### src/verilog/isaPkg.sv
package isaPkg;

    typedef logic [15:0] instr_t;   // fetched instruction word
    typedef logic [3:0]  regIdx_t;  // one of sixteen registers
    typedef logic [2:0]  pairIdx_t; // even register is twice this value

    // branch condition field, instr[15:13]
    typedef enum logic [2:0] {
        condAlways    = 3'b000,
        condCarry     = 3'b001,
        condNoCarry   = 3'b010,
        condZero      = 3'b011,
        condNonZero   = 3'b100,
        condNeg       = 3'b101,
        condNonNeg    = 3'b110,
        condAlwaysAlt = 3'b111   // second encoding of always
    } condCode_t;

    typedef logic [3:0] aluMode_t;

    localparam aluMode_t aluPassB = 4'b0000;
    localparam aluMode_t aluAnd   = 4'b0001;
    localparam aluMode_t aluPassA = 4'b1101;

    // register-form opcode, instr[7:3] with instr[2:0] == 000
    typedef enum logic [4:0] {
        opAluFirst = {1'b0, aluAnd}, // ALU range starts at AND
        opAluLast  = 5'h0C,
        opStore    = 5'h0D,
        opStoreInc = 5'h0E,
        opStoreDec = 5'h0F,
        opLoad     = 5'h10,
        opLoadInc  = 5'h11,
        opLoadDec  = 5'h12,
        opPairInc  = 5'h13,
        opPairDec  = 5'h14,
        opJumpInd  = 5'h15,
        opJmp      = 5'h16,
        opCall     = 5'h17,
        opRet      = 5'h18,
        opHlt      = 5'h1D
    } opcode_t;

    typedef struct packed {
        logic carry;
        logic zero;
        logic negative;
    } flags_t;

    typedef enum logic [3:0] {
        aluImm, aluReg, ioIn, ioOut,
        pairStore, pairLoad, pairInc, pairDec,
        jumpIndirect, jump, call, ret,
        halt, nop
    } instrClass_t;

endpackage

### src/verilog/ctrlPkg.sv
package ctrlPkg;

    // sequencing steps of multi-cycle instructions
    typedef enum logic [2:0] {
        stepExec,
        stepDataWait,    // IN and pair load data return
        stepJumpTarget,
        stepCallHigh,
        stepRetPop,
        stepRetLoad
    } step_t;

    typedef enum logic {
        regSrcAlu,
        regSrcMem        // IO or data memory read data
    } regSrcSel_t;

    typedef enum logic {
        aluBReg,
        aluBImm          // 8-bit immediate from instr[11:4]
    } aluBSel_t;

    typedef enum logic [1:0] {
        dataPcHigh,
        dataPcLow,
        dataAlu
    } dataSel_t;

    typedef enum logic [1:0] {
        addrPair,        // {outC, outB}
        addrPort,        // IO port field of the word
        addrStackPlusOne
    } addrSel_t;

    typedef enum logic [2:0] {
        fetchPcPlusOne,
        fetchPcOut,
        fetchIMem,
        fetchPair,
        fetchRetAddr     // return register and popped byte
    } fetchSel_t;

    typedef struct packed {
        regSrcSel_t      src;
        isaPkg::regIdx_t outBSel;
        logic            writeEn;
        logic            incPair;
        logic            decPair;
    } regCtrl_t;

    typedef struct packed {
        aluBSel_t         bSel;
        isaPkg::aluMode_t mode;
    } aluCtrl_t;

    typedef struct packed {
        dataSel_t dataSel;
        addrSel_t addrSel;
        logic     writeEn;
        logic     readEn;
    } memCtrl_t;

    typedef struct packed {
        fetchSel_t addrSel;
        logic      readEn;
        logic      pcWriteEn;
        logic      flagEnable;
    } fetchCtrl_t;

endpackage

### src/verilog/controlUnit.sv
module controlUnit #(
    parameter isaPkg::regIdx_t SpLowReg = 4'd14
) (
    input  logic                clk,
    input  logic                rstN,
    input  isaPkg::instr_t      instr,
    input  isaPkg::flags_t      flags,
    output ctrlPkg::regCtrl_t   regCtrl,
    output ctrlPkg::aluCtrl_t   aluCtrl,
    output ctrlPkg::memCtrl_t   memCtrl,
    output ctrlPkg::fetchCtrl_t fetchCtrl
);
    import isaPkg::*;
    import ctrlPkg::*;

    instrClass_t instrClass;
    regIdx_t     destReg;
    regIdx_t     srcReg;
    regIdx_t     pairReg;
    condCode_t   cond;
    aluMode_t    aluMode;
    logic        adjInc;
    logic        adjDec;
    step_t       step;
    logic        taken;    // evaluated branch condition

    instrDecoder decoder_i (
        .instr     (instr),
        .instrClass(instrClass),
        .destReg   (destReg),
        .srcReg    (srcReg),
        .pairReg   (pairReg),
        .cond      (cond),
        .aluMode   (aluMode),
        .adjInc    (adjInc),
        .adjDec    (adjDec)
    );

    stepSequencer sequencer_i (
        .clk       (clk),
        .rstN      (rstN),
        .instrClass(instrClass),
        .cond      (cond),
        .flags     (flags),
        .step      (step),
        .taken     (taken)
    );

    controlWordGen #(
        .SpLowReg(SpLowReg)
    ) wordGen_i (
        .instrClass(instrClass),
        .destReg   (destReg),
        .srcReg    (srcReg),
        .pairReg   (pairReg),
        .aluMode   (aluMode),
        .adjInc    (adjInc),
        .adjDec    (adjDec),
        .step      (step),
        .taken     (taken),
        .regCtrl   (regCtrl),
        .aluCtrl   (aluCtrl),
        .memCtrl   (memCtrl),
        .fetchCtrl (fetchCtrl)
    );

endmodule

### src/verilog/controlWordGen.sv
module controlWordGen #(
    parameter isaPkg::regIdx_t SpLowReg = 4'd14
) (
    input  isaPkg::instrClass_t instrClass,
    input  isaPkg::regIdx_t     destReg,
    input  isaPkg::regIdx_t     srcReg,
    input  isaPkg::regIdx_t     pairReg,
    input  isaPkg::aluMode_t    aluMode,
    input  logic                adjInc,
    input  logic                adjDec,
    input  ctrlPkg::step_t      step,
    input  logic                taken,
    output ctrlPkg::regCtrl_t   regCtrl,
    output ctrlPkg::aluCtrl_t   aluCtrl,
    output ctrlPkg::memCtrl_t   memCtrl,
    output ctrlPkg::fetchCtrl_t fetchCtrl
);
    import isaPkg::*;
    import ctrlPkg::*;

    logic dataPhase;

    assign dataPhase = (step == stepDataWait); // read data is back

    always_comb begin
        // NOP word, the classes below override what they need
        regCtrl.src          = regSrcAlu;
        regCtrl.outBSel      = destReg;
        regCtrl.writeEn      = 1'b0;
        regCtrl.incPair      = 1'b0;
        regCtrl.decPair      = 1'b0;
        aluCtrl.bSel         = aluBReg;
        aluCtrl.mode         = aluMode;
        memCtrl.dataSel      = dataAlu;
        memCtrl.addrSel      = addrPair;
        memCtrl.writeEn      = 1'b0;
        memCtrl.readEn       = 1'b0;
        fetchCtrl.addrSel    = fetchPcOut;
        fetchCtrl.readEn     = 1'b1;
        fetchCtrl.pcWriteEn  = 1'b1;
        fetchCtrl.flagEnable = 1'b0;

        case (instrClass)
            aluImm: begin
                regCtrl.writeEn      = 1'b1;
                aluCtrl.bSel         = aluBImm;
                fetchCtrl.flagEnable = (aluMode != aluPassB); // LDI keeps flags
            end
            aluReg: begin
                regCtrl.outBSel      = srcReg;  // zero field for one-register ops
                regCtrl.writeEn      = 1'b1;
                fetchCtrl.flagEnable = 1'b1;
            end
            ioIn: begin
                regCtrl.src         = regSrcMem;
                regCtrl.writeEn     = dataPhase;
                memCtrl.addrSel     = addrPort;
                memCtrl.readEn      = 1'b1;
                fetchCtrl.readEn    = dataPhase;
                fetchCtrl.pcWriteEn = dataPhase;
            end
            ioOut: begin
                memCtrl.addrSel = addrPort;     // ALU passes the register through
                memCtrl.writeEn = 1'b1;
            end
            pairStore: begin
                regCtrl.outBSel = pairReg;
                regCtrl.incPair = adjInc;
                regCtrl.decPair = adjDec;
                memCtrl.writeEn = 1'b1;
            end
            pairLoad: begin
                regCtrl.src         = regSrcMem;
                regCtrl.outBSel     = pairReg;
                regCtrl.writeEn     = dataPhase;
                regCtrl.incPair     = adjInc & dataPhase; // address held during the read
                regCtrl.decPair     = adjDec & dataPhase;
                memCtrl.readEn      = 1'b1;
                fetchCtrl.readEn    = dataPhase;
                fetchCtrl.pcWriteEn = dataPhase;
            end
            pairInc, pairDec: begin
                regCtrl.outBSel = pairReg;
                regCtrl.incPair = adjInc;
                regCtrl.decPair = adjDec;
            end
            jumpIndirect: begin
                regCtrl.outBSel = pairReg;
                if (taken) begin
                    fetchCtrl.addrSel = fetchPair;
                end
            end
            jump: begin
                if (step == stepJumpTarget) begin
                    fetchCtrl.addrSel = fetchIMem;      // target word is on iMemOut
                end else if (!taken) begin
                    fetchCtrl.addrSel = fetchPcPlusOne; // skip the target word
                end
            end
            call: begin
                regCtrl.outBSel = SpLowReg;
                if (step == stepCallHigh) begin
                    regCtrl.decPair   = 1'b1;
                    memCtrl.dataSel   = dataPcHigh;
                    memCtrl.writeEn   = 1'b1;
                    fetchCtrl.addrSel = fetchIMem;
                end else if (taken) begin
                    regCtrl.decPair     = 1'b1;
                    memCtrl.dataSel     = dataPcLow; // low byte goes first
                    memCtrl.writeEn     = 1'b1;
                    fetchCtrl.pcWriteEn = 1'b0;
                end else begin
                    fetchCtrl.addrSel = fetchPcPlusOne;
                end
            end
            ret: begin
                regCtrl.outBSel = SpLowReg;
                memCtrl.addrSel = addrStackPlusOne;
                if (step == stepRetLoad) begin
                    memCtrl.readEn    = 1'b1;
                    fetchCtrl.addrSel = fetchRetAddr;
                end else if (step == stepRetPop || taken) begin
                    regCtrl.incPair     = 1'b1;  // pop one byte per step
                    memCtrl.readEn      = 1'b1;
                    fetchCtrl.addrSel   = fetchRetAddr;
                    fetchCtrl.readEn    = 1'b0;
                    fetchCtrl.pcWriteEn = 1'b0;
                end
            end
            halt: begin
                fetchCtrl.readEn    = 1'b0;
                fetchCtrl.pcWriteEn = 1'b0;
            end
            default: begin
            end
        endcase
    end

endmodule

### src/verilog/instrDecoder.sv
module instrDecoder (
    input  isaPkg::instr_t      instr,
    output isaPkg::instrClass_t instrClass,
    output isaPkg::regIdx_t     destReg,
    output isaPkg::regIdx_t     srcReg,
    output isaPkg::regIdx_t     pairReg,
    output isaPkg::condCode_t   cond,
    output isaPkg::aluMode_t    aluMode,
    output logic                adjInc,
    output logic                adjDec
);
    import isaPkg::*;

    opcode_t  opField;
    pairIdx_t pairField;

    assign opField   = opcode_t'(instr[7:3]);
    assign pairField = instr[11:9];

    assign destReg = instr[15:12];
    assign srcReg  = instr[11:8];
    assign pairReg = {pairField, 1'b0}; // even register of the pair
    assign cond    = condCode_t'(instr[15:13]);

    always_comb begin
        instrClass = nop;                // anything unmatched
        adjInc     = 1'b0;
        adjDec     = 1'b0;
        if (instr[0] && instr[3:1] != 3'b111) begin
            instrClass = aluImm;
        end else if (instr[2:0] == 3'b010) begin
            instrClass = ioIn;
        end else if (instr[2:0] == 3'b100) begin
            instrClass = ioOut;
        end else if (instr[2:0] == 3'b000) begin
            case (opField) inside
                [opAluFirst:opAluLast]: instrClass = aluReg;
                opStore, opStoreInc, opStoreDec: instrClass = pairStore;
                opLoad, opLoadInc, opLoadDec:    instrClass = pairLoad;
                opPairInc: instrClass = pairInc;
                opPairDec: instrClass = pairDec;
                opJumpInd: instrClass = jumpIndirect;
                opJmp:     instrClass = jump;
                opCall:    instrClass = call;
                opRet:     instrClass = ret;
                opHlt:     instrClass = halt;
                default:   instrClass = nop;
            endcase
            // post-adjust of the pair, shared by store, load and the pair ops
            adjInc = (opField == opStoreInc) || (opField == opLoadInc) ||
                     (opField == opPairInc);
            adjDec = (opField == opStoreDec) || (opField == opLoadDec) ||
                     (opField == opPairDec);
        end
    end

    always_comb begin
        case (instrClass)
            aluImm:              aluMode = {1'b0, instr[3:1]}; // 000 is LDI
            aluReg:              aluMode = instr[6:3];
            pairStore, pairLoad: aluMode = aluPassA;
            default:             aluMode = aluPassB;
        endcase
    end

endmodule

### src/verilog/stepSequencer.sv
module stepSequencer (
    input  logic                clk,
    input  logic                rstN,
    input  isaPkg::instrClass_t instrClass,
    input  isaPkg::condCode_t   cond,
    input  isaPkg::flags_t      flags,
    output ctrlPkg::step_t      step,
    output logic                taken
);
    import isaPkg::*;
    import ctrlPkg::*;

    step_t stepNext;

    // condition table, shared by jumps, calls and returns
    always_comb begin
        case (cond)
            condCarry:   taken = flags.carry;
            condNoCarry: taken = ~flags.carry;
            condZero:    taken = flags.zero;
            condNonZero: taken = ~flags.zero;
            condNeg:     taken = flags.negative;
            condNonNeg:  taken = ~flags.negative;
            default:     taken = 1'b1;   // both always codes
        endcase
    end

    always_comb begin
        stepNext = stepExec;
        case (step)
            stepExec: begin
                case (instrClass)
                    ioIn, pairLoad: begin
                        stepNext = stepDataWait;
                    end
                    jump: begin
                        if (taken) begin
                            stepNext = stepJumpTarget;
                        end
                    end
                    call: begin
                        if (taken) begin
                            stepNext = stepCallHigh;
                        end
                    end
                    ret: begin
                        if (taken) begin
                            stepNext = stepRetPop;
                        end
                    end
                    default: stepNext = stepExec; // halt holds here too
                endcase
            end
            stepRetPop: stepNext = stepRetLoad;
            default:    stepNext = stepExec;     // last step of every sequence
        endcase
    end

    always_ff @(posedge clk or negedge rstN) begin
        if (!rstN) begin
            step <= stepExec;
        end else begin
            step <= stepNext;
        end
    end

endmodule

### config.mk
export PLATFORM = sky130hd
export DESIGN_NAME = controlUnit
export DESIGN_NICKNAME = d
export VERILOG_FILES = /design/src/verilog/isaPkg.sv /design/src/verilog/ctrlPkg.sv /design/src/verilog/controlUnit.sv /design/src/verilog/controlWordGen.sv /design/src/verilog/instrDecoder.sv /design/src/verilog/stepSequencer.sv
export SDC_FILE = /design/constraint.sdc
export NUM_CORES = 1
export LEC_CHECK = 0
export BUFFER_PORTS_ARGS = -buffer_cell sky130_fd_sc_hd__buf_2
export CAP_MARGIN = 20
export CORE_AREA = 3 3 49 51
export CTS_BUF_LIST = sky130_fd_sc_hd__clkbuf_2 sky130_fd_sc_hd__clkbuf_4 sky130_fd_sc_hd__clkbuf_8
export DETAILED_ROUTE_END_ITERATION = 12
export DIE_AREA = 0 0 52 54
export PLACE_DENSITY = 0.83
export SLEW_MARGIN = 20
export SYNTH_ARGS = -nofsm -noshare
export SYNTH_HDL_FRONTEND = slang
export SYNTH_SLANG_ARGS = --single-unit
### constraint.sdc
create_clock -name clk -period 5.2 [get_ports clk]
set_clock_uncertainty 0.2 [all_clocks]
set_input_delay 1.04 -clock clk [delete_from_list [all_inputs] [get_ports clk]]
set_output_delay 1.04 -clock clk [all_outputs]
set_load 0.005 [all_outputs]
==> results.sh, run 1 <==
export IMPL_power_density_nw_per_um2=130.4
export IMPL_antenna_found_initial=0
export IMPL_yosys_top_cells_area="dfrtp_1 7.4%, nor2_1 7.4%, o21ai_0 5.9%"
export IMPL_cts_max_path_buffers=2
export IMPL_post_cts_buffers=0
export IMPL_synth_most_common_cell="nor2_1"
export IMPL_r2r_slack_ns=4.11
export IMPL_path_clk_slew_ns=0.04
export IMPL_cp_arrival_ns=2.89
export IMPL_syn_area_um2=1011
export IMPL_ys_seq_elements=3
export IMPL_fin_nets=207
export IMPL_grt_pass1_vias=1153
export IMPL_status="finished, final reports clean"
export IMPL_synth_seq_area_share_pct=7.426
export IMPL_top_register="sequencer_i.step"
export IMPL_drv_slew=0
export IMPL_max_slew_margin_pct=66.84
export IMPL_wirelength_um=3135
export IMPL_yosys_warnings=0
export IMPL_dp_slack_ns=1.116
export IMPL_synth_largest_area_cell="dfrtp_1"
export IMPL_globalplace_congestion=0.9473
export IMPL_cts_sinks=3
export IMPL_coreArea_um2=1982
export IMPL_cts_root_buffer="clkbuf_4"
export IMPL_synthDistinctLibCells=55
export IMPL_reg2reg_from="sequencer_i.step[1]"
export IMPL_drc=0
export IMPL_synth_nets=166
export IMPL_setup_viol=0
export IMPL_hpwl_um=2431
export IMPL_worst_pin_slew_ns=0.4922
export IMPL_start_util_pct=51.01
export IMPL_async_flop_share_pct=100.0
export IMPL_clock_latency_ns=0.24
export IMPL_insertedDiodeCount=0
export IMPL_hold_path_class="input port to asynchronous set/reset pin"
export IMPL_firstDrtPassIters=4
export IMPL_final_layout_size_suffix_gt1_share_pct=35.68
export IMPL_fillers=178
export IMPL_layout_min_cycle_time_ns=4.129
export IMPL_max_freq_ghz=0.2422
export IMPL_crit_fanout=12
export IMPL_drt_iter0_markers=38
export IMPL_cts_tree="built"
export IMPL_fin_util_pct=62.69
export IMPL_worstSetupPathType="input port to primary output"
export IMPL_synth_edf_count=0
export IMPL_boundaryPins=46
export IMPL_synth_top_cell_area_share_pct=7.426
export IMPL_cp_data_required_time_ns=3.96
export IMPL_avgSynthCellArea_um2=6.972
export IMPL_power_leakage_uw=0.0005641
export IMPL_antenna_left=0
export IMPL_cp_start_kind="input port"
export IMPL_num_rows=16
export IMPL_grt_pass1_wl_um=4968
export IMPL_worst_slack_ns=1.071
export IMPL_cp_end_kind="primary output"
export IMPL_fp_dieH_um=54
export IMPL_htreeDepth=1
export IMPL_grt_max_degree=19
export IMPL_ctsHoldBuffers=0
export IMPL_grt_total_usage_pct=23.16
export IMPL_syn_to_final_growth_pct=22.90
export IMPL_cts_resized=0
export IMPL_netlist_instances=145
export IMPL_largestRegisters="sequencer_i.step (3)"
export IMPL_vdd_drop_max_v=0.0001220
export IMPL_tns_ns=0
export IMPL_cts_inserted_buffers=3
export IMPL_post_route_period_util_pct=79.40
export IMPL_drv_cap=0
export IMPL_via_per_inst=5.972
export IMPL_wl_per_cell_um=14.79
export IMPL_worstRegToRegCells=2
export IMPL_die_area_um2=2808
export IMPL_hold_violations=0
export IMPL_synthFlopType="dfrtp_1"
export IMPL_die_w_um=52
export IMPL_grt_overflow_total=0
export IMPL_largest_reg_flops=3
export IMPL_rsz0062_at_grt="false"
export IMPL_synth_commonest_cells="20 x nor2_1, 12 x o21ai_0, 10 x a21oi_1, 10 x nand2_1"
export IMPL_regToRegEndpoint="sequencer_i.step[1]"
export IMPL_vias=1266
export IMPL_port_buffers=45
==> stage by stage <==
| stage | std cells | instance area [um2] | hold slack [ns] | power, uW |
|---|---|---|---|---|
| after floorplan | 145 | 1011 | 0.3668 | 85.34 |
| after global placement | 208 | 1212 | 0.4067 | 110.8 |
| after detailed placement | 208 | 1212 | 0.4319 | 113.7 |
| after CTS | 212 | 1242 | 0.3808 | 163.6 |
| after global routing | 212 | 1242 | 0.3856 | 173.1 |
| final | 212 | 1242 | 0.3890 | 162.0 |
==> kinds of logic after synthesis <==
group / count (synthesis) / synth area share, %
multiplexers: 4 / 3.961
AND/OR/NAND/NOR: 72 / 42.70
flip-flops: 3 / 7.426
AO/OA/AOI/OAI: 49 / 36.14
XOR/XNOR: 2 / 1.733
buffers and inverters: 15 / 8.043
==> power by group <==
part	total, uW	internal [uW]	switching, uW	leakage [uW]
clock network	47.4	34.0	13.3	0.0000184
logic	88.9	36.8	52.1	0.000504
registers	25.7	24.3	1.45	0.0000413
total	162	95.1	66.9	0.000564
==> layout make-up <==
class                      count  area, um2  area share [%]
tap                           27      33.78           2.719
multi-input combinational    127      854.6           68.78
clock buffer                   4      30.03           2.417
timing repair buffer          45      225.2           18.13
inverter                       6      23.77           1.913
sequential                     3      75.07           6.042
==> critical path, cell delays in order <==
cell	delay, ns
buf_2	0.17
nor2_1	0.19
nand3b_1	0.19
o31ai_4	0.51
nor3_2	0.12
nor3_4	0.28
mux2i_1	0.24
buf_2	0.15
==> worst max-delay path by stage <==
stage,start,endpoint,cells past startpoint
after floorplan,instr[6],regCtrl[4],6
after global placement,instr[3],regCtrl[5],8
after detailed placement,instr[2],regCtrl[6],8
after CTS,instr[2],regCtrl[6],8
after global routing,instr[2],regCtrl[6],8
final,instr[2],regCtrl[6],8
==> metal layers <==
| layer | vias to the layer above | global-route usage (%) | routed length, um |
|---|---|---|---|
| met5 | - | 0 | 0 |
| met4 | 0 | 11.35 | 17 |
| met1 | 594 | 27.00 | 1238 |
| met2 | 50 | 41.63 | 1679 |
| li1 | 618 | - | - |
| met3 | 4 | 2.770 | 199 |
==> cells in the final DEF, fill, tap and decap left out, types with 5 or more instances in the layout <==
cell	n
nor2_1	20
nor3b_1	5
o21ai_0	12
nand2_1	10
buf_2	45
a21oi_1	10
nor3_1	5
(Power assumes the default switching activity.)
==> inputs of run 2 (changes only) <==
--- a/config.mk
+++ b/config.mk
@@ -7,11 +7,11 @@
 export LEC_CHECK = 0
 export BUFFER_PORTS_ARGS = -buffer_cell sky130_fd_sc_hd__buf_2
 export CAP_MARGIN = 20
-export CORE_AREA = 3 3 49 51
+export CORE_AREA = 3 3 52 54
 export CTS_BUF_LIST = sky130_fd_sc_hd__clkbuf_2 sky130_fd_sc_hd__clkbuf_4 sky130_fd_sc_hd__clkbuf_8
 export DETAILED_ROUTE_END_ITERATION = 12
-export DIE_AREA = 0 0 52 54
-export PLACE_DENSITY = 0.83
+export DIE_AREA = 0 0 55 57
+export PLACE_DENSITY = 0.77
 export SLEW_MARGIN = 20
 export SYNTH_ARGS = -nofsm -noshare
 export SYNTH_HDL_FRONTEND = slang
==> constraint.sdc (replaced) <==
create_clock -name clk -period 3.5 [get_ports clk]
set_clock_uncertainty 0.2 [all_clocks]
set_input_delay 0.7 -clock clk [delete_from_list [all_inputs] [get_ports clk]]
set_output_delay 0.7 -clock clk [all_outputs]
set_load 0.005 [all_outputs]
==> results.sh, run 2 (same netlist as run 1, synthesis figures left out) <==
export IMPL_status="finished, final reports clean"
export IMPL_antenna_found_initial=0
export IMPL_die_area_um2=3135
export IMPL_wirelength_um=3302
export IMPL_drc=0
export IMPL_firstDrtPassIters=4
export IMPL_cts_root_buffer="clkbuf_4"
export IMPL_max_slew_margin_pct=65.04
export IMPL_cp_start_kind="input port"
export IMPL_worst_pin_slew_ns=0.5209
export IMPL_fin_util_pct=57.16
export IMPL_drv_slew=0
export IMPL_tns_ns=0
export IMPL_setup_viol=0
export IMPL_max_freq_ghz=0.2961
export IMPL_crit_fanout=18
export IMPL_dp_slack_ns=0.1535
export IMPL_grt_overflow_total=0
export IMPL_power_density_nw_per_um2=190.0
export IMPL_vias=1284
export IMPL_final_cell_mix="45 x buf_2, 20 x nor2_1, 12 x o21ai_0"
export IMPL_wl_per_cell_um=15.08
export IMPL_final_layout_size_suffix_gt1_share_pct=37.70
export IMPL_drv_cap=0
export IMPL_start_util_pct=44.84
export IMPL_port_buffers=45
export IMPL_cts_sinks=3
export IMPL_critical_path_startpoint="instr[3]"
export IMPL_worstSetupPathType="input port to primary output"
export IMPL_grt_pass1_wl_um=5285
export IMPL_insertedDiodeCount=0
export IMPL_ctsHoldBuffers=0
export IMPL_via_per_inst=5.863
export IMPL_whs_ns=0.05638
export IMPL_cp_data_required_time_ns=2.60
export IMPL_cts_tree="built"
export IMPL_grt_total_usage_pct=21.26
export IMPL_hpwl_um=2540
export IMPL_path_clk_slew_ns=0.04
export IMPL_worst_slack_ns=0.1225
export IMPL_hold_path_class="input port to asynchronous set/reset pin"
export IMPL_power_leakage_uw=0.0005944
export IMPL_layout_min_cycle_time_ns=3.378
export IMPL_clock_latency_ns=0.23
export IMPL_num_rows=17
export IMPL_post_route_period_util_pct=96.50
export IMPL_top_register="sequencer_i.step"
export IMPL_die_w_um=55
export IMPL_mostFrequentLayoutCell="buf_2"
export IMPL_cts_max_path_buffers=2
export IMPL_cp_end_kind="primary output"
export IMPL_cp_arrival_ns=2.48
export IMPL_drt_iter0_markers=32
export IMPL_antenna_left=0
export IMPL_hold_violations=0
export IMPL_fin_nets=213
export IMPL_syn_to_final_growth_pct=27.48
export IMPL_largestRegisters="sequencer_i.step (3)"
export IMPL_vdd_drop_max_v=0.0001826
export IMPL_post_place_cells=212
export IMPL_globalplace_congestion=0.9354
export IMPL_final_cells=219
export IMPL_boundaryPins=46
export IMPL_grt_pass1_vias=1184
export IMPL_htreeDepth=1
export IMPL_fp_dieH_um=57
export IMPL_cts_inserted_buffers=3
export IMPL_largest_reg_flops=3
export IMPL_grt_max_degree=19
export IMPL_coreArea_um2=2255
export IMPL_reg2reg_from="sequencer_i.step[1]"
run 2: changes by cell type in the layout (fill, tap and decap cells not counted), sizes merged:
cell	before	now
buf	45	51
run 2: metrics by stage:
| step | area [um2] | power [uW] |
|---|---|---|
| after floorplan | 1011 | 126.8 |
| after global placement | 1236 | 166.7 |
| after detailed placement | 1236 | 171.0 |
| after CTS | 1266 | 243.1 |
| after global routing | 1289 | 262.6 |
| final | 1289 | 244.8 |
run 2: timing repair:
action,4_1_cts,5_1_grt
setup endpoints to repair,0,2
setup buffers,0,3
resized for setup,0,0
run 2: worst max-delay path, cell delays in order:
cell and delay [ns]:
buf_2 0.28, and2_1 0.23, a21oi_1 0.09, o31ai_4 0.40
nor3_2 0.11, nor3_4 0.29, mux2i_1 0.23, buf_2 0.13
run 2: layer usage:
layer	track usage, %	up-vias	part of all wire [%]
met5	0	-	0
met4	4.514	0	0.45
met3	0.7833	4	4.6
met2	37.50	37	51
met1	27.96	610	44
li1	-	633	-
run 2: cell type report:
cell class | count | area [um2]
Fill cell | 240 | 965.9
Multi-Input combinational cell | 127 | 854.6
Timing Repair Buffer | 51 | 270.3
Sequential cell | 3 | 75.07
Tap cell | 28 | 35.03
Clock buffer | 4 | 30.03
Inverter | 6 | 23.77
run 2: final timing paths:
check                                 endpoint  slack [ns]  cells after the start
max                                 regCtrl[4]        0.12                      8
min                        sequencer_i.step[2]        0.06                      1
max reg2reg                sequencer_i.step[1]        2.37                      2
min reg2reg                sequencer_i.step[2]        0.46                      1
max in group asynchronous  sequencer_i.step[0]        2.93                      1
min in group clk           sequencer_i.step[2]        0.46                      1
run 2: power by group:
| part | internal, uW | switching (uW) | total [uW] | leakage, uW |
|---|---|---|---|---|
| Clock | 50.4 | 17.3 | 67.7 | 0.0000184 |
| Combinational | 59.4 | 79.4 | 139 | 0.000535 |
| Sequential | 36.1 | 2.20 | 38.3 | 0.0000413 |
